**config.mk**
```make
export PLATFORM = sky130hd
export DESIGN_NAME = rv_regfile
export DESIGN_NICKNAME = d
export VERILOG_FILES = /design/src/rv_core_pkg.sv /design/src/rv_regfile.sv
export VERILOG_INCLUDE_DIRS = /design/src
export SDC_FILE = /design/constraint.sdc
export NUM_CORES = 1
export LEC_CHECK = 0
export ABC_AREA = 1
export ABC_CLOCK_PERIOD_IN_PS = 1800
export BUFFER_PORTS_ARGS = -buffer_cell sky130_fd_sc_hd__clkbuf_2
export CELL_PAD_IN_SITES_DETAIL_PLACEMENT = 0
export CELL_PAD_IN_SITES_GLOBAL_PLACEMENT = 2
export CORE_MARGIN = 10
export CORE_UTILIZATION = 38
export DETAILED_ROUTE_END_ITERATION = 12
export PLACE_DENSITY = 0.75
export SLEW_MARGIN = 20
export SYNTH_ARGS = -nofsm -noshare
export SYNTH_HDL_FRONTEND = slang
export SYNTH_SLANG_ARGS = --single-unit
export TNS_END_PERCENT = 1
```
**constraint.sdc**
```tcl
create_clock -name clk_i -period 1.8 [get_ports clk_i]
set_clock_uncertainty 0.05 [all_clocks]
set_input_delay 0 -clock clk_i [delete_from_list [all_inputs] [get_ports clk_i]]
set_output_delay 0 -clock clk_i [all_outputs]
set_load 0.1 [all_outputs]
```
**src/rv_core_macros.svh**
```systemverilog
`ifndef RV_CORE_MACROS_SVH
`define RV_CORE_MACROS_SVH

// Datapath widths
`define RV_XLEN 32
`define RV_ILEN 32

// PC value out of reset
`define RV_PC_INIT 'h200

// Exception vector, one bit per cause
`define RV_EXC_SIZE 16

// Cause indices used by the memory path
`define RV_CAUSE_MISALIGNED_LOAD    4
`define RV_CAUSE_LOAD_ACCESS_FAULT  5
`define RV_CAUSE_MISALIGNED_STORE   6
`define RV_CAUSE_STORE_ACCESS_FAULT 7
`define RV_CAUSE_LOAD_PAGE_FAULT    13
`define RV_CAUSE_STORE_PAGE_FAULT   15

// Data memory geometry, 64 words gives bytes 0 to 255
`define RV_DMEM_WORDS   64
// First guarded byte address
`define RV_DMEM_GUARD   'h80
// Cycles from req seen to ack
`define RV_DMEM_LATENCY 2

`endif
```
**src/rv_core_pkg.sv**
```systemverilog
`default_nettype none

`include "rv_core_macros.svh"

package rv_core_pkg;

  ////////////////////
  // Vector types
  ////////////////////

  typedef logic [`RV_XLEN-1:0]     xlen_t;
  typedef logic [`RV_ILEN-1:0]     instr_t;
  typedef logic [4:0]              reg_idx_t;
  typedef logic [`RV_EXC_SIZE-1:0] except_t;
  // Access size and signedness
  typedef logic [2:0]              funct3_t;

  // Major opcodes, instruction bits 6:2
  typedef enum logic [4:0] {
    OPC_LOAD     = 5'b00000,
    OPC_MISC_MEM = 5'b00011,
    OPC_OP_IMM   = 5'b00100,
    OPC_STORE    = 5'b01000,
    OPC_STORE_FP = 5'b01001,
    OPC_OP       = 5'b01100,
    OPC_LUI      = 5'b01101,
    OPC_BRANCH   = 5'b11000
  } opcode_e;

  // Data memory FSM
  typedef enum logic [1:0] {
    DM_IDLE,
    DM_WAIT,
    DM_ACK
  } dmem_state_e;

  // addi x0, x0, 0
  localparam instr_t INSTR_NOP = 32'h0000_0013;

endpackage

`default_nettype wire

```
**src/rv_regfile.sv**
```systemverilog
`timescale 1ns/1ps
`default_nettype none

module rv_regfile (
  input  logic                  clk_i,
  input  logic                  rst_ni,
  // Write port from write-back
  input  logic                  we_i,
  input  rv_core_pkg::reg_idx_t waddr_i,
  input  rv_core_pkg::xlen_t    wdata_i,
  // Debug read
  input  rv_core_pkg::reg_idx_t dbg_addr_i,
  output rv_core_pkg::xlen_t    dbg_data_o
);

  import rv_core_pkg::*;

  xlen_t regs [32];

  always_ff @(posedge clk_i or negedge rst_ni)
  begin
    if (!rst_ni)
    begin
      for (int i = 0; i < 32; i++)
        regs[i] <= '0;
    end
    // x0 is never written
    else if (we_i && (waddr_i != '0))
    begin
      regs[waddr_i] <= wdata_i;
    end
  end

  // Combinational read, x0 reads zero
  assign dbg_data_o = (dbg_addr_i == '0) ? '0 : regs[dbg_addr_i];

endmodule

`default_nettype wire

```
## Yosys cells after proc, flatten, opt, wreduce, memory -nomap -nowiden

Index checks and enable logic that the tools add are counted.

| word-level totals | value |
|---|---|
| flip-flop bits (word level) | 1024 |
| bits in latches | 0 |
| RAM bits | 0 |
| memory bits (read-only) | 0 |
| input port bits | 45 |
| output and inout port bits | 32 |
| logic and storage cells | 48 |
| memories kept | 0 |

| cells by class | value |
|---|---|
| $add $sub $neg | 0 |
| multipliers | 0 |
| divide/modulo/power cells | 0 |
| order comparisons | 3 |
| eq/ne operators | 0 |
| shifts and indexed selects | 0 |
| mux-type cells | 7 |
| bitwise logic cells | 2 |
| reductions and logical operators | 4 |

Operator list:

| cell | count |
|---|---|
| bitwise mux 1024 bit | 1 |
| binary-select mux 32 bit (select 5 bit) | 1 |
| demux 32 bit (select 5 bit) | 1 |
| two-way mux 32 bit | 4 |
| >= comparator 6 bit, second input constant | 2 |
| NOT 5 -> 6 bit | 2 |
| < comparator 6 x 1 -> 1 bit, second input constant | 1 |
| logical NOT 5 bit | 1 |
| nonzero test 5 bit | 1 |
| logical AND 1 bit | 2 |

## Logic depth before layout (Yosys ltp)

| depth | value |
|---|---|
| depth after elaboration | 6 |
| mapped depth | 12 |
| depth with buffers taken out | 9 |

## Worst setup path before layout

Ideal clock, no wire load.

| path | value |
|---|---|
| path kind | in2out |
| from | in dbg_addr_i[0] |
| to | out dbg_data_o[1] |
| data arrival time | 2.474 ns |
| required time | 1.750 ns |
| slack | -0.724 ns |
| stages on the path | 12 |
| buffers on the path | 3 |
| cells stage by stage | buf_2 > inv_2 > clkbuf_1 > clkbuf_1 > nand2_1 > nand3_1 > nand3_1 > nand2_1 > nand2_1 > nand3_1 > nand2_1 > nor2_1 |

| on the way | value |
|---|---|
| word-level cells in the longest chain between the ends | 5 |

RTL lines:

| element | line | RTL |
|---|---|---|
| start, declared | rv_regfile.sv:12 | `input rv_core_pkg::reg_idx_t dbg_addr_i,` |
| NOT 5 -> 6 bit (not written as such) | rv_regfile.sv:35 | `assign dbg_data_o = (dbg_addr_i == '0) ? '0 : regs[dbg_addr_i];` |
| binary-select mux 32 bit (select 5 bit) | rv_regfile.sv:35 |  |
| two-way mux 32 bit (not written as such) (2 in series) | rv_regfile.sv:35 |  |
| two-way mux 32 bit * | rv_regfile.sv:35 |  |
| end, declared | rv_regfile.sv:13 | `output rv_core_pkg::xlen_t dbg_data_o` |

Mark *: on every way between the ends. The rest lies on a longest branch, timed or not. The select of a mux whose other input is x is not followed.

## Worst setup path in the final report

| path | value |
|---|---|
| from | reg regs[498] in the netlist's numbering |
| to | out dbg_data_o[18] |

| on the way | value |
|---|---|
| word-level cells in the longest chain between the ends | 4 |

RTL lines:

| element | line | RTL |
|---|---|---|
| start, declared | rv_regfile.sv:18 | `xlen_t regs [32];` |
| start signal, assigned by index | rv_regfile.sv:30 | `regs[waddr_i] <= wdata_i;` |
| binary-select mux 32 bit (select 5 bit) | rv_regfile.sv:35 |  |
| two-way mux 32 bit (not written as such) (2 in series) | rv_regfile.sv:35 |  |
| two-way mux 32 bit | rv_regfile.sv:35 |  |

Every way passes these cells. The select of a mux whose other input is x is not followed.

==> results.toml <==
[floorplan]
dieArea_sq_mm = 0.1359
io_pins = 77
start_util_pct = 38.40
die_x_um = 368.7
core_sq_mm = 0.1203
die_h_um = 368.7
num_rows = 127

[critical_path]
end_kind = "output port"
crit_fanout = 2
worst_path_max_delay_cell = "dfrtp_1"
cp_cell_sequence = "nand2_1, nand3_2, nand3_2, nand2_1, nand2_1, nand3_2, nand2_2, nor2_4, buf_12, buf_12"
arrival_ns = 2.19
worstSetupStartpointType = "flip-flop"
slowest_delay_ns = 0.34
critPathKind = "flip-flop to output port"
critPathRequiredTime_ns = 1.75

[timing]
setup_viol = 34
final_hold_viol_count = 0
fmax_mhz = 447.3
period_minus_slack_ns = 2.236
setup_tns_ns = -10.58
worst_slack_ns = -0.4357
grt_setup_unrepaired = "yes"
min_period_over_period_pct = 124.2
relSlewSlack_pct = 18.95
worstMarginPinSlew_ns = 1.216
hold_ws_ns = 0.2777
maxSlewViolCount = 0

[route]
drt-vias-per-instance = 5.253
drt_wl_total_um = 168600
drtPass1Iterations = 5
final_antenna_net_count = 0
drt_iter0_markers = 3401
wl_per_cell_um = 22.23
vias = 39850
drc = 0

[final_layout]
seq_area_sq_mm = 0.02562
largest_reg_flops = 1024
nets = 5928
multi_input_area_sq_mm = 0.01878
final_layout_size_suffix_gt1_share_pct = 10.94
largest-register = "regs"
utilization_pct = 46.53
syn_to_final_growth_pct = 21.16
fin_area_sq_mm = 0.05597
reg.largest.list = "regs (1024)"
fill_cells = 12149
final_cells = 7586

[synth]
synth-seq-cells = 1024
synthDistinctLibCells = 18
syn_area_sq_mm = 0.04619
synth.avg_cell_area_sq_um = 7.866
yosys_warnings = 0
synthCells = 5872
yosysTopAreaCell = "dfrtp_1"
seq_area_frac_synth_pct = 55.47
yosys-top-cells-area = "dfrtp_1 55%, nand2_1 17%, o21ai_0 10%"
synth_top_area_share_pct = 55.47
syn-num-nets = 5917

[global_route]
antenna_found_initial = 7
grt_max_degree = 78
grt_pass1_wl_um = 257900
track_usage_pct = 24.70
grt_pass1_vias = 39343
gr-total-overflow = 0

[place]
dp_cells = 7317
dpl.hpwl_um = 99260
placed_area_sq_mm = 0.05108
gp_congestion = 0.7743
port_buffers = 76
place_ws_ns = -0.1805

[flow_run]
maxCapViolCount = 0

[clocking]
cts_tree = "built"
cts_root_buf = "clkbuf_16"
clk_latency_ns = 0.74
numCtsBuffers = 130
cts.path.max_buffers = 3
clk_pin_slew_worst_paths_ns = 0.05
cts.sinks = 1024
ctsHtreeMaxLevel = 4

[outcome]
status = "finished, violations left"
violations = "negative setup slack"

[power]
finalPower_mw = 66.26
ir_worst_vdd_uv = 998.3
power_leakage_nw = 26.48
pwr_density_cell_mw_per_mm2 = 1184

[worst_hold_path]
hold_class = "primary input to flip-flop"
-- path summary, 6_finish.rpt --
check	endpoint	cells past startpoint	startpoint	slack, ns
max	dbg_data_o[18]	10	regs[498]	-0.44
min	regs[50]	5	wdata_i[18]	0.28
max reg2reg	regs[310]	3	regs[310]	0.53
min reg2reg	regs[1006]	0	regs[1006]	0.32
max in group asynchronous	regs[894]	5	rst_ni	0.09
min in group asynchronous	regs[683]	3	rst_ni	0.52
-- cells in the final DEF (no fill, tap or decap), drive strengths merged --
cell type,Yosys,final
diode,0,5
nand2,2109,2109
dlygate4sd3,0,44
bufinv,0,7
dlymetal6s4s,0,1
nand3,681,681
o21ai,922,922
nor2,379,379
inv,45,50
nor3,12,12
clkbuf,457,231
buf,78,331
dfrtp,1024,1024
clkinv,2,11
clkinvlp,0,4
nor4,1,1
a21oi,162,162
-- where the power goes --
group / switching (mW) / total [mW] / internal (mW)
logic: 6.39 / 10.6 / 4.22
clock network: 10.2 / 26.0 / 15.9
registers: 2.26 / 29.6 / 27.4
-- area by class of cell --
class | instances | area share (%)
multi-input combinational | 4266 | 33.55
tap | 1612 | 3.604
clock buffer | 193 | 6.971
clock inverter | 25 | 0.5813
antenna | 5 | 0.02236
timing repair buffer | 414 | 9.133
sequential | 1024 | 45.79
inverter | 47 | 0.3555
-- logic make-up (layout without fill, tap and decap cells) --
kind of cell	Yosys count	in the layout	share of synthesized area [%]
AND/OR/NAND/NOR	3182	3182	27.95
AO/OA/AOI/OAI	1084	1084	11.74
flip-flops	1024	1024	55.47
buffers and inverters	582	679	4.827
other	0	5	0
-- worst max-delay path: cells and delay by family, from the launching register on --
kind	cells	cell delay (ns)
buffers and inverters	2	0.32
flip-flops	1	0.34
AND/OR/NAND/NOR	8	0.77
-- Yosys cell counts --
master    number
nand2_1     2092
dfrtp_1     1024
o21ai_0      922
nand3_1      681
clkbuf_1     457
nor2_1       375
a21oi_1      162
buf_1         42
inv_1         42
buf_2         36
nand2_2       17
nor3_1         7
nor2_2         4
nor3_2         4
inv_2          3
clkinv_1       2
nor3_4         1
nor4_4         1
-- metal layers --
layer	global-route usage, %	part of all wire, %
met4	5.819	2.0
met3	3.356	4.3
met1	34.62	48
met5	0	0.020
met2	40.31	46
-- what timing repair did --
action / in CTS / in global routing
buffers inserted: 1 / 0
resized for setup: 37 / 15
cloned: 0 / 0
endpoints found under the setup margin: 32 / 69
pin swaps: 14 / 1
endpoints found under the hold margin: 2016 / 0
hold buffers: 45 / 0
Note: power is estimated with default switching activity, not from simulation.
