## src/rv_core_macros.svh

```systemverilog
`ifndef RV_CORE_MACROS_SVH
`define RV_CORE_MACROS_SVH

// Datapath widths
`define RV_XLEN 32
`define RV_ILEN 32

// PC value out of reset
`define RV_PC_INIT 'h200

// Exception vector, one bit per cause
`define RV_EXC_SIZE 16

// Cause indices used by the memory path
`define RV_CAUSE_MISALIGNED_LOAD    4
`define RV_CAUSE_LOAD_ACCESS_FAULT  5
`define RV_CAUSE_MISALIGNED_STORE   6
`define RV_CAUSE_STORE_ACCESS_FAULT 7
`define RV_CAUSE_LOAD_PAGE_FAULT    13
`define RV_CAUSE_STORE_PAGE_FAULT   15

// Data memory geometry, 64 words gives bytes 0 to 255
`define RV_DMEM_WORDS   64
// First guarded byte address
`define RV_DMEM_GUARD   'h80
// Cycles from req seen to ack
`define RV_DMEM_LATENCY 2

`endif
```

## src/rv_core_pkg.sv

```systemverilog
`default_nettype none

`include "rv_core_macros.svh"

package rv_core_pkg;

  ////////////////////
  // Vector types
  ////////////////////

  typedef logic [`RV_XLEN-1:0]     xlen_t;
  typedef logic [`RV_ILEN-1:0]     instr_t;
  typedef logic [4:0]              reg_idx_t;
  typedef logic [`RV_EXC_SIZE-1:0] except_t;
  // Access size and signedness
  typedef logic [2:0]              funct3_t;

  // Major opcodes, instruction bits 6:2
  typedef enum logic [4:0] {
    OPC_LOAD     = 5'b00000,
    OPC_MISC_MEM = 5'b00011,
    OPC_OP_IMM   = 5'b00100,
    OPC_STORE    = 5'b01000,
    OPC_STORE_FP = 5'b01001,
    OPC_OP       = 5'b01100,
    OPC_LUI      = 5'b01101,
    OPC_BRANCH   = 5'b11000
  } opcode_e;

  // Data memory FSM
  typedef enum logic [1:0] {
    DM_IDLE,
    DM_WAIT,
    DM_ACK
  } dmem_state_e;

  // addi x0, x0, 0
  localparam instr_t INSTR_NOP = 32'h0000_0013;

endpackage

`default_nettype wire

```

## src/rv_wb.sv

```systemverilog
`timescale 1ns/1ps
`default_nettype none

`include "rv_core_macros.svh"

module rv_wb (
  input  logic                  clk_i,
  input  logic                  rst_ni,
  output logic                  wb_stall_o,
  // From memory stage
  input  rv_core_pkg::xlen_t    mem_pc_i,
  input  rv_core_pkg::instr_t   mem_instr_i,
  input  logic                  mem_bubble_i,
  input  rv_core_pkg::except_t  mem_exception_i,
  input  rv_core_pkg::xlen_t    mem_r_i,
  input  rv_core_pkg::xlen_t    mem_memadr_i,
  // From data memory
  input  logic                  dmem_ack_i,
  input  logic                  dmem_err_i,
  input  rv_core_pkg::xlen_t    dmem_q_i,
  input  logic                  dmem_misaligned_i,
  input  logic                  dmem_page_fault_i,
  // Retired instruction
  output rv_core_pkg::xlen_t    wb_pc_o,
  output rv_core_pkg::instr_t   wb_instr_o,
  output logic                  wb_bubble_o,
  output rv_core_pkg::except_t  wb_exception_o,
  output rv_core_pkg::xlen_t    wb_badaddr_o,
  // Register file write
  output rv_core_pkg::reg_idx_t wb_dst_o,
  output rv_core_pkg::xlen_t    wb_r_o,
  output logic                  wb_we_o
);

  import rv_core_pkg::*;

  opcode_e  opcode;
  funct3_t  funct3;
  reg_idx_t dst;
  except_t  exception;
  logic     is_load;
  logic     is_store;
  logic     mem_op;
  logic     mem_fault;
  logic     writes_rd;
  logic     reg_we;
  xlen_t    m_qs;
  xlen_t    m_data;

  assign opcode = opcode_e'(mem_instr_i[6:2]);
  assign funct3 = mem_instr_i[14:12];
  assign dst    = mem_instr_i[11:7];

  assign is_load  = ~mem_bubble_i & (opcode == OPC_LOAD);
  assign is_store = ~mem_bubble_i & (opcode == OPC_STORE);
  assign mem_op   = (is_load | is_store) & ~(|mem_exception_i);

  // Wait for ack or any fault
  assign wb_stall_o = mem_op &
                      ~(dmem_ack_i | dmem_err_i | dmem_misaligned_i | dmem_page_fault_i);

  ////////////////////
  // Exception merge
  ////////////////////

  always_comb
  begin
    exception = mem_exception_i;
    if (is_load)
    begin
      exception[`RV_CAUSE_MISALIGNED_LOAD]   |= dmem_misaligned_i;
      exception[`RV_CAUSE_LOAD_ACCESS_FAULT] |= dmem_err_i;
      exception[`RV_CAUSE_LOAD_PAGE_FAULT]   |= dmem_page_fault_i;
    end
    if (is_store)
    begin
      exception[`RV_CAUSE_MISALIGNED_STORE]   |= dmem_misaligned_i;
      exception[`RV_CAUSE_STORE_ACCESS_FAULT] |= dmem_err_i;
      exception[`RV_CAUSE_STORE_PAGE_FAULT]   |= dmem_page_fault_i;
    end
  end

  // Any memory cause picks the data address
  assign mem_fault = exception[`RV_CAUSE_MISALIGNED_LOAD]    |
                     exception[`RV_CAUSE_LOAD_ACCESS_FAULT]  |
                     exception[`RV_CAUSE_LOAD_PAGE_FAULT]    |
                     exception[`RV_CAUSE_MISALIGNED_STORE]   |
                     exception[`RV_CAUSE_STORE_ACCESS_FAULT] |
                     exception[`RV_CAUSE_STORE_PAGE_FAULT];

  ////////////////////
  // Load alignment
  ////////////////////

  assign m_qs = dmem_q_i >> {mem_memadr_i[1:0], 3'b000};

  always_comb
  begin
    unique case (funct3)
      3'b000:  m_data = {{(`RV_XLEN-8){m_qs[7]}}, m_qs[7:0]};
      3'b001:  m_data = {{(`RV_XLEN-16){m_qs[15]}}, m_qs[15:0]};
      3'b100:  m_data = {{(`RV_XLEN-8){1'b0}}, m_qs[7:0]};
      3'b101:  m_data = {{(`RV_XLEN-16){1'b0}}, m_qs[15:0]};
      // LW and anything else take the word
      default: m_data = dmem_q_i;
    endcase
  end

  // Opcodes without a destination
  always_comb
  begin
    unique case (opcode)
      OPC_STORE, OPC_STORE_FP, OPC_BRANCH, OPC_MISC_MEM: writes_rd = 1'b0;
      default: writes_rd = 1'b1;
    endcase
  end

  assign reg_we = ~mem_bubble_i & ~(|exception) & (|dst) & writes_rd;

  ////////////////////
  // Write-back registers
  ////////////////////

  always_ff @(posedge clk_i or negedge rst_ni)
  begin
    if (!rst_ni)
    begin
      wb_pc_o        <= `RV_PC_INIT;
      wb_instr_o     <= INSTR_NOP;
      wb_bubble_o    <= 1'b1;
      wb_exception_o <= '0;
      wb_we_o        <= 1'b0;
    end
    else if (!wb_stall_o)
    begin
      wb_pc_o        <= mem_pc_i;
      wb_instr_o     <= mem_instr_i;
      wb_bubble_o    <= mem_bubble_i;
      wb_exception_o <= exception;
      wb_we_o        <= reg_we;
    end
  end

  always_ff @(posedge clk_i)
  begin
    if (!wb_stall_o)
    begin
      wb_badaddr_o <= mem_fault ? mem_memadr_i : mem_pc_i;
      wb_dst_o     <= dst;
      wb_r_o       <= (opcode == OPC_LOAD) ? m_data : mem_r_i;
    end
  end

  // Memory stage holds its item while write-back waits
  stall_hold_a : assert property (@(posedge clk_i) disable iff (!rst_ni)
    wb_stall_o |=> $stable(mem_pc_i) && $stable(mem_instr_i) && $stable(mem_memadr_i));

endmodule

`default_nettype wire

```

## config.mk

```make
export PLATFORM = sky130hd
export DESIGN_NAME = rv_wb
export DESIGN_NICKNAME = d
export VERILOG_FILES = /design/src/rv_core_pkg.sv /design/src/rv_wb.sv
export VERILOG_INCLUDE_DIRS = /design/src
export SDC_FILE = /design/constraint.sdc
export NUM_CORES = 1
export LEC_CHECK = 0
export ABC_AREA = 1
export BUFFER_PORTS_ARGS = -buffer_cell sky130_fd_sc_hd__buf_2
export CAP_MARGIN = 0
export CORE_MARGIN = 8
export CORE_UTILIZATION = 52
export CTS_BUF_LIST = sky130_fd_sc_hd__clkbuf_2
export CTS_CLUSTER_SIZE = 16
export DETAILED_ROUTE_END_ITERATION = 12
export PLACE_DENSITY = 0.94
export SYNTH_ARGS = -nofsm -noshare
export SYNTH_HDL_FRONTEND = slang
export SYNTH_SLANG_ARGS = --single-unit
```

## constraint.sdc

```tcl
create_clock -name clk_i -period 1.65 [get_ports clk_i]
set_input_delay 0.165 -clock clk_i [delete_from_list [all_inputs] [get_ports clk_i]]
set_output_delay 0.165 -clock clk_i [all_outputs]
set_load 0.01 [all_outputs]
```

### Word level (Yosys, flattened, before mapping)

Index checks and enable logic that the tools add are counted.

* mux-type cells: 8
* bitwise gates (word level): 26
* reductions and logical operators: 6
* eq/ne operators: 7
* shift-type cells: 1

Operators with widths (count)
* $pmux W32 S4: 1
* $mux W32: 2
* $reduce_or A16 Y1: 2
* $shr A32 B5 Y16: 1
* $or A1 B1 Y1: 15
* $eq A5 B4 Y1 const B: 2
* $and A1 B1 Y1: 7
* $eq A3 B3 Y1 const B: 2
* $eq A5 B2 Y1 const B: 1
* $eq A5 B5 Y1 const B: 1
* $logic_not A5 Y1: 1
* $reduce_or A5 Y1: 1
* $mux W2: 2
* $not A1 Y1: 4
* $reduce_or A4 Y1: 1
* $eq A3 B1 Y1 const B: 1
* $logic_not A3 Y1: 1
* $mux W1: 3

* logic and storage cells: 56
* register bits after elaboration: 151

### Depth between registers and ports, before layout

* depth after elaboration: 9
* gate-level depth with buffers: 10
* mapped depth without buffers: 9

### Worst setup path before layout

OpenSTA, ideal clock, no wires.

* path type: input-to-reg
* start: in mem_instr_i[5]
* end: reg wb_badaddr_o[0] (enable)
* data arrival time: 2598 ps
* library setup time: 460 ps
* setup slack: -1408 ps
* cell stages on the path: 6
* path through: inv_1 > nor2_2 > nand3_1 > nand2_1 > nand3_2 > clkbuf_1

* longest elaborated chain between the ends: 5
* elaborated cells between the ends (all ways): 7

RTL lines
* start: declaration: line rv_wb.sv:12 `input rv_core_pkg::instr_t mem_instr_i,`
* $eq A5 B4 Y1 / $logic_not A5 Y1 (equally long branches): line rv_wb.sv:55, rv_wb.sv:54
* $and A1 B1 Y1 (on tied branches): line rv_wb.sv:55, rv_wb.sv:54
* $or A1 B1 Y1 *: line rv_wb.sv:56 `assign mem_op = (is_load | is_store) & ~(|mem_exception_i);`
* $and A1 B1 Y1 *: line rv_wb.sv:56
* $and A1 B1 Y1 *: line rv_wb.sv:59 `assign wb_stall_o = mem_op &`
* end signal: assignment: line rv_wb.sv:148 `wb_badaddr_o <= mem_fault ? mem_memadr_i : mem_pc_i;`
* end: declaration: line rv_wb.sv:28 `output rv_core_pkg::xlen_t wb_badaddr_o,`

Mark *: on every way between the ends. The rest lies on a longest branch, timed or not.
A chain may end at the register's enable or synchronous reset.

### Final worst setup path

* start: reg wb_bubble_o
* end: out wb_bubble_o

RTL lines
* start: declaration: line rv_wb.sv:26 `output logic wb_bubble_o,`
* start signal: assignment: line rv_wb.sv:138 `wb_bubble_o <= mem_bubble_i;`

No word-level cell between the ends.

==> flow_metrics.py <==
metrics = {
    "drt": {
        "remaining_drc_errors": 0,
        "drtIter0Drc": 1281,
        "dr.pass1.iters": 8,
        "vias": 8876,
        "antenna_left": 0,
        "post_drt_wl_per_cell_um": 21.61,
        "drt-vias-per-instance": 5.701,
        "wirelength_um": 33650,
    },
    "logic_synthesis": {
        "ys_warn_count": 0,
        "yosysTopAreaCell": "edfxtp_1",
        "ys.flop_type": "dfrtp_1",
        "synthCells": 831,
        "synth_top_area_share_pct": 28.91,
        "synth_edf_count": 69,
        "synth_fp_nets": 1014,
        "synth_area_um2": 7167,
        "async_reset_ff_share_pct": 54.30,
        "ys_top_cells_by_area": "edfxtp_1, dfrtp_1, nand2_1, inv_1, o21bai_1",
        "yosysMostFrequentCell": "nand2_1",
        "ys_seq_elements": 151,
        "ys_types": 28,
        "synth_seq_area_share_pct": 57.63,
        "yosys-top-cells-count": "nand2_1, inv_1, dfrtp_1",
        "avgSynthCellArea_um2": 8.624,
    },
    "floorplanning": {
        "initial_core_util_pct": 52.44,
        "dieArea_um2": 17800,
        "ios": 335,
        "fp.dieH_um": 133.4,
        "die_x_um": 133.4,
        "core_area_um2": 13670,
        "fp-row-count": 43,
    },
    "run_status": {
        "violations": "setup timing",
        "status": "complete, but fails checks",
    },
    "worst_setup_path": {
        "crit_chain": "buf_6",
        "path_max_fanout": 2,
        "critPathBufInv": 1,
        "cp_top_family": "flip-flops",
        "worstPathRequired_ns": 1.48,
        "critPathSlowestCell": "dfstp_2",
        "rr_worst_depth": 2,
        "cp.arrival_ns": 1.50,
        "cpPeakStageDelay_ns": 0.65,
        "timing.critical_path.to_type": "primary output",
        "cp-start-kind": "flop",
        "crit_type": "flop to primary output",
        "cp.depth": 1,
    },
    "clock_network": {
        "htree_levels": 4,
        "cts_tree": "built",
        "clk_pin_slew_worst_paths_ns": 0.21,
        "cts.sinks": 151,
        "clock_path_buffers": 2,
        "cts_buffers": 17,
        "clkLatencyLatePin_ns": 0.72,
        "clock-root-buffer": "clkbuf_2",
    },
    "global_route": {
        "grt_max_degree": 76,
        "grt_pass1_wl_um": 50650,
        "antenna_found_initial": 5,
        "grt.overflow.total": 0,
        "grt_pass1_vias": 9124,
        "grt_usage_pct": 36.68,
    },
    "timing": {
        "tightest_slew_ns": 0.7982,
        "period_share_pct": 100.8,
        "finalClockSkew_ns": 0,
        "slew-limit-headroom_pct": 46.66,
        "clock.fmax_mhz": 601.1,
        "final_hold_viol_count": 0,
        "layout_setup_ws_ns": -0.01349,
        "fin_crit_ns": 1.663,
        "drv_slew": 0,
        "setup_tns_ns": -0.01349,
        "whs_ns": 0.07587,
        "setup_viol": 1,
        "rsz0062_at_grt": "yes",
    },
    "pwr": {
        "p_clk_share_pct": 27.2,
        "seq_power_share_pct": 52.0,
        "p_leak_nw": 5.849,
        "p_switching_mw": 2.414,
        "vdd_drop_max_mv": 0.5178,
        "swShare_pct": 29.37,
        "power_mw": 8.218,
        "p_per_area_nw_per_um2": 727.6,
        "p_int_mw": 5.804,
        "combPwrFrac_pct": 20.8,
    },
    "final_layout": {
        "nets": 1542,
        "final_cells": 1557,
        "synthToLayoutAreaGrowth_pct": 57.59,
        "drive_above_1_share_pct": 31.05,
        "fillCellCount": 710,
    },
    "place": {
        "dp.cells": 1335,
        "portBuffers": 334,
        "gp_congestion": 0.9275,
        "hpwl_um": 19370,
    },
    "run": {
        "drv_cap": 0,
    },
    "hold_path": {
        "hold_path_depth": 8,
        "hold_class": "primary input to flop",
    },
}
cell usage in the layout (no fill, tap or decap), drive strengths merged:
master,count
a21oi,13
edfxtp,69
a21o,5
nand4,4
o211ai,9
dlygate4sd3,182
buf,368
o21bai,32
clkinv,7
diode,5
dfstp,5
o21ai,43
nand2,334
nor3,1
nand3b,1
inv,93
dfrtp,77
clkinvlp,3
bufinv,3
clkbuf,18
nand3,44
nor2,45
o22ai,16
layer usage:
layer | vias up | global-route usage [%] | share of wire (%)
li1 | 3719 | - | -
met1 | 4041 | 38.49 | 31
met2 | 883 | 59.76 | 48
met3 | 233 | 13.44 | 13
met4 | 0 | 26.82 | 8.3
met5 | - | 0 | 0
power groups by stage:
| stage | clock network, mW | logic (mW) | registers, mW |
|---|---|---|---|
| floorplan | 0 | 0.403 | 4.43 |
| global placement | 0 | 1.20 | 4.31 |
| detailed placement | 0 | 1.23 | 4.32 |
| CTS | 2.19 | 1.58 | 4.24 |
| global route | 2.36 | 1.81 | 4.28 |
| finish | 2.24 | 1.71 | 4.27 |
worst paths after layout:
path / start / end / slack [ns]
worst max-delay path: wb_bubble_o$_DFFE_PN1N_ / wb_bubble_o / -0.01
worst min-delay path: mem_exception_i[11] / wb_instr_o[16]$_DFFE_PN0N_ / 0.08
worst max register to register: wb_exception_o[2]$_DFFE_PN0N_ / wb_exception_o[2]$_DFFE_PN0N_ / 0.29
worst min register to register: wb_pc_o[9]$_DFFE_PN1N_ / wb_pc_o[9]$_DFFE_PN1N_ / 0.49
max in group asynchronous: rst_ni / wb_pc_o[30]$_DFFE_PN0N_ / 0.39
min in group asynchronous: rst_ni / wb_exception_o[0]$_DFFE_PN0N_ / 0.53
kinds of logic (layout without fill, tap and decap cells):
| kind of cell | Yosys count | in the layout | share of synthesized area, % |
|---|---|---|---|
| compound gates | 118 | 118 | 10.13 |
| buf+inv | 134 | 674 | 8.153 |
| simple gates | 428 | 429 | 24.09 |
| other cells | 0 | 5 | 0 |
| flops | 151 | 151 | 57.63 |
repair_timing:
item | in CTS | in global routing
setup endpoints to repair | 1 | 43
cloned | 0 | 1
pin swaps | 0 | 1
endpoints found under the hold margin | 232 | 0
hold buffers | 182 | 0
buffers inserted | 0 | 2
gates resized for setup | 1 | 9
per-stage QoR:
step	utilization [%]	area (um^2)	worst slack, ns
floorplan	-	7171	0.1173
global placement	66.96	9150	-0.3986
detailed placement	66.96	9150	-0.4989
CTS	82.15	11230	0.002437
global route	82.65	11290	-0.07291
finish	82.65	11290	-0.01349
final cells by class:
class	count	area, um^2	share of cell area (%)
Tap cell	180	225.2	1.994
Clock buffer	18	90.09	0.7976
Clock inverter	14	157.7	1.396
Inverter	92	345.3	3.057
Multi-Input combinational cell	547	2492	22.07
Sequential cell	151	4130	36.57
Antenna cell	5	12.51	0.1108
Timing Repair Buffer	550	3841	34.01
flip-flops by register name (all words and copies together) (netlist names):
register,cells
wb_badaddr_o,32
wb_instr_o,32
wb_pc_o,32
wb_r_o,32
wb_exception_o,16
wb_dst_o,5
wb_bubble_o,1
wb_we_o,1
Note: power is estimated with default switching activity, not from simulation.
