--- src/rv_core_macros.svh ---
`ifndef RV_CORE_MACROS_SVH
`define RV_CORE_MACROS_SVH

// Datapath widths
`define RV_XLEN 32
`define RV_ILEN 32

// PC value out of reset
`define RV_PC_INIT 'h200

// Exception vector, one bit per cause
`define RV_EXC_SIZE 16

// Cause indices used by the memory path
`define RV_CAUSE_MISALIGNED_LOAD    4
`define RV_CAUSE_LOAD_ACCESS_FAULT  5
`define RV_CAUSE_MISALIGNED_STORE   6
`define RV_CAUSE_STORE_ACCESS_FAULT 7
`define RV_CAUSE_LOAD_PAGE_FAULT    13
`define RV_CAUSE_STORE_PAGE_FAULT   15

// Data memory geometry, 64 words gives bytes 0 to 255
`define RV_DMEM_WORDS   64
// First guarded byte address
`define RV_DMEM_GUARD   'h80
// Cycles from req seen to ack
`define RV_DMEM_LATENCY 2

`endif
--- src/rv_core_pkg.sv ---
`default_nettype none

`include "rv_core_macros.svh"

package rv_core_pkg;

  ////////////////////
  // Vector types
  ////////////////////

  typedef logic [`RV_XLEN-1:0]     xlen_t;
  typedef logic [`RV_ILEN-1:0]     instr_t;
  typedef logic [4:0]              reg_idx_t;
  typedef logic [`RV_EXC_SIZE-1:0] except_t;
  // Access size and signedness
  typedef logic [2:0]              funct3_t;

  // Major opcodes, instruction bits 6:2
  typedef enum logic [4:0] {
    OPC_LOAD     = 5'b00000,
    OPC_MISC_MEM = 5'b00011,
    OPC_OP_IMM   = 5'b00100,
    OPC_STORE    = 5'b01000,
    OPC_STORE_FP = 5'b01001,
    OPC_OP       = 5'b01100,
    OPC_LUI      = 5'b01101,
    OPC_BRANCH   = 5'b11000
  } opcode_e;

  // Data memory FSM
  typedef enum logic [1:0] {
    DM_IDLE,
    DM_WAIT,
    DM_ACK
  } dmem_state_e;

  // addi x0, x0, 0
  localparam instr_t INSTR_NOP = 32'h0000_0013;

endpackage

`default_nettype wire

--- src/rv_dmem.sv ---
`timescale 1ns/1ps
`default_nettype none

`include "rv_core_macros.svh"

module rv_dmem (
  input  logic                 clk_i,
  input  logic                 rst_ni,
  input  logic                 dmem_req_i,
  input  logic                 dmem_we_i,
  input  rv_core_pkg::xlen_t   dmem_adr_i,
  input  rv_core_pkg::funct3_t dmem_size_i,
  input  rv_core_pkg::xlen_t   dmem_wdata_i,
  output logic                 dmem_ack_o,
  output rv_core_pkg::xlen_t   dmem_q_o,
  output logic                 dmem_err_o,
  output logic                 dmem_misaligned_o,
  output logic                 dmem_page_fault_o
);

  import rv_core_pkg::*;

  localparam int AW = $clog2(`RV_DMEM_WORDS);
  localparam int CW = $clog2(`RV_DMEM_LATENCY + 1);

  xlen_t         mem_array [`RV_DMEM_WORDS];
  dmem_state_e   state;
  logic [CW-1:0] wait_cnt;
  logic          ack_q;
  logic          err_q;
  logic          mis_q;
  logic          pf_q;
  logic          misaligned;
  logic          out_of_range;
  logic          guarded;
  logic          respond;
  logic [AW-1:0] word_idx;
  logic [3:0]    byte_en;
  xlen_t         wdata_lane;

  ////////////////////
  // Access decode
  ////////////////////

  always_comb
  begin
    unique case (dmem_size_i[1:0])
      2'b00:   misaligned = 1'b0;
      2'b01:   misaligned = dmem_adr_i[0];
      default: misaligned = |dmem_adr_i[1:0];
    endcase
  end

  // Beyond the array
  assign out_of_range = dmem_adr_i >= xlen_t'(`RV_DMEM_WORDS * 4);
  // Upper part of the array is guarded
  assign guarded      = ~out_of_range & (dmem_adr_i >= xlen_t'(`RV_DMEM_GUARD));
  assign word_idx     = dmem_adr_i[AW+1:2];

  // Byte lanes for the store size
  always_comb
  begin
    unique case (dmem_size_i[1:0])
      2'b00:   byte_en = 4'b0001 << dmem_adr_i[1:0];
      2'b01:   byte_en = 4'b0011 << dmem_adr_i[1:0];
      default: byte_en = 4'b1111;
    endcase
  end

  assign wdata_lane = dmem_wdata_i << {dmem_adr_i[1:0], 3'b000};

  // Last wait cycle, the access happens here
  assign respond = (state == DM_WAIT) && (wait_cnt == '0);

  ////////////////////
  // Handshake FSM
  ////////////////////

  always_ff @(posedge clk_i or negedge rst_ni)
  begin
    if (!rst_ni)
    begin
      state    <= DM_IDLE;
      wait_cnt <= '0;
      ack_q    <= 1'b0;
      err_q    <= 1'b0;
      mis_q    <= 1'b0;
      pf_q     <= 1'b0;
    end
    else
    begin
      unique case (state)
        DM_IDLE:
          if (dmem_req_i)
          begin
            state    <= DM_WAIT;
            wait_cnt <= CW'(`RV_DMEM_LATENCY - 1);
          end
        DM_WAIT:
          if (respond)
          begin
            state <= DM_ACK;
            ack_q <= 1'b1;
            err_q <= out_of_range;
            mis_q <= misaligned;
            pf_q  <= guarded;
          end
          else
          begin
            wait_cnt <= wait_cnt - 1'b1;
          end
        // Hold until the requester lets go
        DM_ACK:
          if (!dmem_req_i)
          begin
            state <= DM_IDLE;
            ack_q <= 1'b0;
            err_q <= 1'b0;
            mis_q <= 1'b0;
            pf_q  <= 1'b0;
          end
        default: state <= DM_IDLE;
      endcase
    end
  end

  // Storage and read word
  always_ff @(posedge clk_i)
  begin
    if (respond)
    begin
      if (dmem_we_i && !(misaligned || out_of_range || guarded))
      begin
        for (int i = 0; i < 4; i++)
        begin
          if (byte_en[i])
            mem_array[word_idx][8*i +: 8] <= wdata_lane[8*i +: 8];
        end
      end
      dmem_q_o <= mem_array[word_idx];
    end
  end

  // Response hidden once req drops
  assign dmem_ack_o        = ack_q & dmem_req_i;
  assign dmem_err_o        = err_q & dmem_req_i;
  assign dmem_misaligned_o = mis_q & dmem_req_i;
  assign dmem_page_fault_o = pf_q & dmem_req_i;

  // Requester may not withdraw early
  req_hold_a : assert property (@(posedge clk_i) disable iff (!rst_ni)
    dmem_req_i && !dmem_ack_o |=> dmem_req_i);

endmodule

`default_nettype wire

--- config.mk ---
export PLATFORM = sky130hd
export DESIGN_NAME = rv_dmem
export DESIGN_NICKNAME = d
export VERILOG_FILES = /design/src/rv_core_pkg.sv /design/src/rv_dmem.sv
export VERILOG_INCLUDE_DIRS = /design/src
export SDC_FILE = /design/constraint.sdc
export NUM_CORES = 2
export LEC_CHECK = 0
export ABC_AREA = 1
export BUFFER_PORTS_ARGS = -buffer_cell sky130_fd_sc_hd__buf_2
export CORE_MARGIN = 5
export CORE_UTILIZATION = 50
export DETAILED_ROUTE_END_ITERATION = 10
export GPL_TIMING_DRIVEN = 0
export PLACE_DENSITY = 0.68
export SYNTH_ARGS = -nofsm -noshare
export SYNTH_HDL_FRONTEND = slang
export SYNTH_SLANG_ARGS = --single-unit
--- constraint.sdc ---
create_clock -name clk_i -period 3.55 [get_ports clk_i]
set_input_delay 0.355 -clock clk_i [delete_from_list [all_inputs] [get_ports clk_i]]
set_output_delay 0.355 -clock clk_i [all_outputs]
set_load 0.01 [all_outputs]
=== Word level (Yosys, flattened, before mapping) ===
Memories as Yosys holds them, arrays and structs flattened. A register that Yosys moved wholly into a read port is not among the register bits.
Cells that the tools add are included.

* Add/sub/neg operators: 1
* Order comparisons: 2
* Equality and inequality tests: 7
* Shift operators: 3
* Mux-type cells: 33
* Bitwise gates (word level): 6
* Reductions and logical operators: 14

{| class="wikitable"
|+ Operator list
! cell !! count
|-
| $ge 32x8->1 const B || 1
|-
| $ge 32x9->1 const B || 1
|-
| $shl 32x5->32 || 1
|-
| $mux 1 || 21
|-
| $pmux 1 s2 || 5
|-
| $reduce_and 3->1 || 3
|-
| $mux 2 || 4
|-
| $ne 2x2->1 const B || 4
|-
| $pmux 4 s2 || 1
|-
| $logic_not 2->1 || 3
|-
| $pmux 2 s3 || 1
|-
| $and 1x1->1 || 5
|-
| $eq 2x1->1 const B || 2
|-
| $pmux 2 s2 || 1
|-
| $reduce_bool 2->1 || 2
|-
| $shl 1x2->4 const A || 1
|-
| $shl 2x2->4 const A || 1
|-
| $eq 2x2->1 const B || 1
|-
| $logic_and 1x1->1 || 2
|-
| $logic_or 1x1->1 || 2
|-
| $reduce_or 2->1 || 1
|-
| $sub 2x1->2 const B || 1
|-
| $logic_not 1->1 || 1
|-
| $not 1->1 || 1
|}

* Register bits after elaboration: 8
* Memory bits (writable): 2,048
* Input bits: 71
* Output and inout bits: 36
* Logic and storage cells: 73
* Memories: 1

{| class="wikitable"
|+ Memory list
! memory !! words !! bits a word !! read ports !! clocked after memory_dff !! wr ports !! line !! source
|-
| mem_array || 64 || 32 || 1 || 1 || 1 || rv_dmem.sv:26 || <nowiki>xlen_t mem_array [`RV_DMEM_WORDS];</nowiki>
|}

=== Longest topological paths before layout ===
* Word-level depth: 9
* Depth in mapped cells: 14
* Gate-level depth less buffers: 11

=== Worst setup path before layout ===
No wires, ideal clock.

* Path type: input to register
* Start point: in dmem_adr_i[1]
* End point: mem mem_array[0][16] (netlist bit), data pin
* Arrival time: 3.210 ns
* Required time: 2.848 ns
* Slack: -0.361 ns
* Stages: 3
* Buffers on the path: 1
* Cells stage by stage: buf_2 nand2_1 o21ai_0

* Cells in the longest elaborated chain, start to end: 1

{| class="wikitable"
|+ RTL lines
! what !! line !! source
|-
| start, declared || rv_dmem.sv:11 || <nowiki>input rv_core_pkg::xlen_t dmem_adr_i,</nowiki>
|-
| $shl 32x5->32 || rv_dmem.sv:70 || <nowiki>assign wdata_lane = dmem_wdata_i << {dmem_adr_i[1:0], 3'b000};</nowiki>
|-
| net wdata_lane[16] || rv_dmem.sv:39 || <nowiki>xlen_t wdata_lane;</nowiki>
|-
| end, declared || rv_dmem.sv:26 ||
|}

The timed path passes the listed nets, and every way through them passes these cells.

=== Final worst setup path ===
* Start point: in dmem_adr_i[4]
* End point: mem mem_array[30][0] (netlist bit) (enable)

* Cells in the longest elaborated chain, start to end: 9

{| class="wikitable"
|+ RTL lines
! what !! line !! source
|-
| $ge 32x9->1 || rv_dmem.sv:55 || <nowiki>assign out_of_range = dmem_adr_i >= xlen_t'(`RV_DMEM_WORDS * 4);</nowiki>
|-
| $not 1->1 || rv_dmem.sv:57 || <nowiki>assign guarded = ~out_of_range & (dmem_adr_i >= xlen_t'(`RV_DMEM_GUARD));</nowiki>
|-
| $and 1x1->1 || rv_dmem.sv:57 ||
|-
| $logic_or 1x1->1 || rv_dmem.sv:132 || <nowiki>if (dmem_we_i && !(misaligned || out_of_range || guarded))</nowiki>
|-
| $logic_not 1->1 || rv_dmem.sv:132 ||
|-
| $logic_and 1x1->1 || rv_dmem.sv:132 ||
|-
| $mux 1 || rv_dmem.sv:132 ||
|-
| $mux 1 || rv_dmem.sv:130 || <nowiki>if (respond)</nowiki>
|-
| $mux 1 (not written as such) || rv_dmem.sv:137 || <nowiki>mem_array[word_idx][8*i +: 8] <= wdata_lane[8*i +: 8];</nowiki>
|}

Parallel ways exist; a longest one is shown, timed or not.

==> out/metrics.cfg <==
[run_status]
outcome=finished with violations
failed_checks=capacitance limit, slew limit

[yosys]
library_cell_with_the_highest_instance_count_after_synthesis=sky130_fd_sc_hd__nand2_1
synth_seq_cells=2088
yosys-top-cells-count=5,790 x sky130_fd_sc_hd__nand2_1, 2,080 x sky130_fd_sc_hd__edfxtp_1, 268 x sky130_fd_sc_hd__buf_2, 243 x sky130_fd_sc_hd__nor2_1, 128 x sky130_fd_sc_hd__clkbuf_1
ys_warn_count=0
post_synth_edffs=2080
synth.cell_area_um2=88300
netlist_instances=8743
synth.avg_cell_area_um2=10.1
synth_top_area_cell=sky130_fd_sc_hd__edfxtp_1
synth_seq_area_share_pct=70.9
asyncSetResetFlopFracSynth_pct=0.383
ys_top_cells_by_area=sky130_fd_sc_hd__edfxtp_1 71%, sky130_fd_sc_hd__nand2_1 25%, sky130_fd_sc_hd__buf_2 1.5%, sky130_fd_sc_hd__nor2_1 1.0%, sky130_fd_sc_hd__clkbuf_1 0.54%
synth.distinct_cells=33
synth_top_area_share_pct=70.7
postSynth.topFlopCell=sky130_fd_sc_hd__edfxtp_1

[floorplan]
die_width_um=430
placement_rows=154
core_area_um2=176000
initial_utilization_pct=50.2
floorplan.io_pins=107
die_height_um=430
floorplan.die_area_um2=185000

[setup_path]
worstSetupStartpointType=primary input
setup.worst_path.class=primary input to flip-flop
cp_data_arrival_time_ps=3970
critical_path.cell_chain=buf_2, clkbuf_1, nand2_1, nor2_1, nand2_1, nor2_1
worst_setup_path_end_kind=flip-flop
slowest_delay_ps=1050
critical_path_required_ps=3990
reg2reg_setup_slack_ps=30
r2r-end=mem_array[28][0]$_DFFE_PP_
critical_path.max_fanout=10
worst_r2r_src=wait_cnt[0]$_DFFE_PN0P_
critical_path.slowest_cell=sky130_fd_sc_hd__clkbuf_1
worstRegToRegCells=9

[global_routing]
grt_pass1_wl_um=379000
first_global_vias=60026
grt_start_max_net_pins=42
grt_overflow=0
antenna_found_initial=21
global_router_s_overall_resource_usage_pct=28.0

[clock_tree]
cts-buffers-inserted=205
h-tree-depth=4
clock_latency_ps=820
cts.path.max_buffers=3
tritoncts_clock_tree=yes
tritoncts_num_sinks=2088
cts.repair_timing.setup_buffer_count=0
clk_root_buffer_cell=sky130_fd_sc_hd__clkbuf_16
clkSlewWorstSetupHoldPaths_ps=60

[routing]
wl_per_cell_um=20.8
dr_total_vias=64244
drc=0
detail_route.vias_per_cell=5.08
final_antenna_net_count=0
drt-pass1-iter-count=6
drt_iter0_drc=7674
drt_wl_total_um=264000

[sta]
clock_skew_ps=24.6
final.min_clock_period_ps=3520
slew_viol_final=1
final_layout_worst_hold_slack_ps=52.0
maxSlewHeadroom_pct=-0.213
setup-violations-final=0
timing.fmax_ghz=0.284
min_period_over_period_pct=99.2
hold_viol_final=0
unrepaired_setup_endpoints_after_global_routing=yes
tns_setup_ps=0
tightest_slew_ps=1490
timing.final.ws_setup_ps=27.2

[placement]
placed_cells_incl_taps=12266
post-dp-hpwl_um=187000
port_buffers=102
globalplace.congestion=0.948
detailed_place.area_um2=97100
placement.setup.worst_slack_ps=-722

[job]
maxCapViolations=1

[min_path]
timing.hold.worst.start=dmem_size_i[0]
worstHoldPathCells=5
hold_end=mis_q$_DFFE_PN0P_
hold_class=primary input to flip-flop

[layout]
final_design_area_no_fill_um2=104000
nNetsFinal=10212
instances_no_fill=12653
flow.area_growth_from_synthesis_pct=17.3
multi_input_comb_area_um2=27500
final_util_pct=58.9
seq_area_um2=62700
drive_above_1_share_pct=7.64
layout.filler_cells=14873

[pwr]
power_density_nw_per_um2=534
p_total_mw=55.3
power.leakage_nw=45.8
peakVddDrop_mv=0.520

==> power breakdown <==
group | switching [mW] | internal [mW]
combinational | 3.89 | 1.32
sequential | 0.307 | 28.7
clock | 9.18 | 12.0
==> layout by cell type, fill, tap and decap left out, types with 8 or more instances in the layout <==
cell type / n
sky130_fd_sc_hd__nor2_1: 218
sky130_fd_sc_hd__conb_1: 1024
sky130_fd_sc_hd__nor2_4: 18
sky130_fd_sc_hd__buf_1: 36
sky130_fd_sc_hd__dfrtp_1: 8
sky130_fd_sc_hd__nand2_1: 5790
sky130_fd_sc_hd__buf_2: 370
sky130_fd_sc_hd__bufinv_16: 15
sky130_fd_sc_hd__buf_6: 14
sky130_fd_sc_hd__nor2_2: 11
sky130_fd_sc_hd__clkbuf_1: 164
sky130_fd_sc_hd__nand3_1: 12
sky130_fd_sc_hd__o21ai_0: 29
sky130_fd_sc_hd__inv_1: 52
sky130_fd_sc_hd__a21oi_4: 8
sky130_fd_sc_hd__edfxtp_1: 2080
sky130_fd_sc_hd__clkinv_2: 31
sky130_fd_sc_hd__buf_12: 49
sky130_fd_sc_hd__clkinv_1: 60
sky130_fd_sc_hd__clkbuf_16: 211
sky130_fd_sc_hd__a21oi_1: 16
==> worst max path at each step <==
stage,startpoint,end,slack (ps),cells after the start
2_1_floorplan,dmem_adr_i[1],mem_array[0][16]$_DFFE_PP_,-360,3
3_3_place_gp,dmem_adr_i[0],mem_array[40][17]$_DFFE_PP_,-6090,4
3_5_place_dp,dmem_adr_i[4],mem_array[30][11]$_DFFE_PP_,-720,6
4_1_cts,wait_cnt[0]$_DFFE_PN0P_,mem_array[25][3]$_DFFE_PP_,3,9
5_1_grt,wait_cnt[0]$_DFFE_PN0P_,mem_array[28][0]$_DFFE_PP_,-7,9
6_report,dmem_adr_i[4],mem_array[30][0]$_DFFE_PP_,30,6
==> metal layers <==
metal  track usage (%)  wire length [µm]  vias to the layer above
met5                 0                 7                        -
met4              14.4             15700                        2
met3              5.64             26000                      594
met2              44.5            121000                     2988
met1              36.9            101000                    30644
li1                  -                 -                    30016
==> layout make-up <==
| cell class | instances | share of cell area [%] |
|---|---|---|
| sequential | 2088 | 60.5 |
| multi-input combinational | 7175 | 26.6 |
| clock buffer | 253 | 5.28 |
| tap | 2340 | 2.83 |
| buffer | 446 | 2.04 |
| timing repair buffer | 167 | 1.67 |
| clock inverter | 121 | 0.935 |
| inverter | 57 | 0.208 |
| antenna | 6 | 0.0145 |
==> registers in the layout, indices dropped and copies added, names as in the netlist <==
| name | cells |
|---|---|
| ack_q | 1 |
| dmem_q_o | 32 |
| err_q | 1 |
| mem_array | 2048 |
| mis_q | 1 |
| pf_q | 1 |
| state | 2 |
| wait_cnt | 2 |
==> critical path: cells and delay by family <==
family	cells	cell delay [ps]
and+or+nand+nor	4	2350
buffers and inverters	2	1230
==> timing repair <==
action                                  4_1_cts  5_1_grt
hold buffers                                  7        0
resized for setup                             2        6
hold endpoints to repair                     21        0
pin swaps                                     0        0
endpoints found under the setup margin       16       46
==> kinds of logic after synthesis <==
logic type	after synthesis	synth area share, %
DFF	2088	70.9
buffers and inverters	503	2.63
AOI/OAI and AO/OA	77	0.465
other	1	0.00425
and+or+nand+nor	6073	26.0
adders and majority gates	1	0.0142
Note: power is estimated with default switching activity, not from simulation.
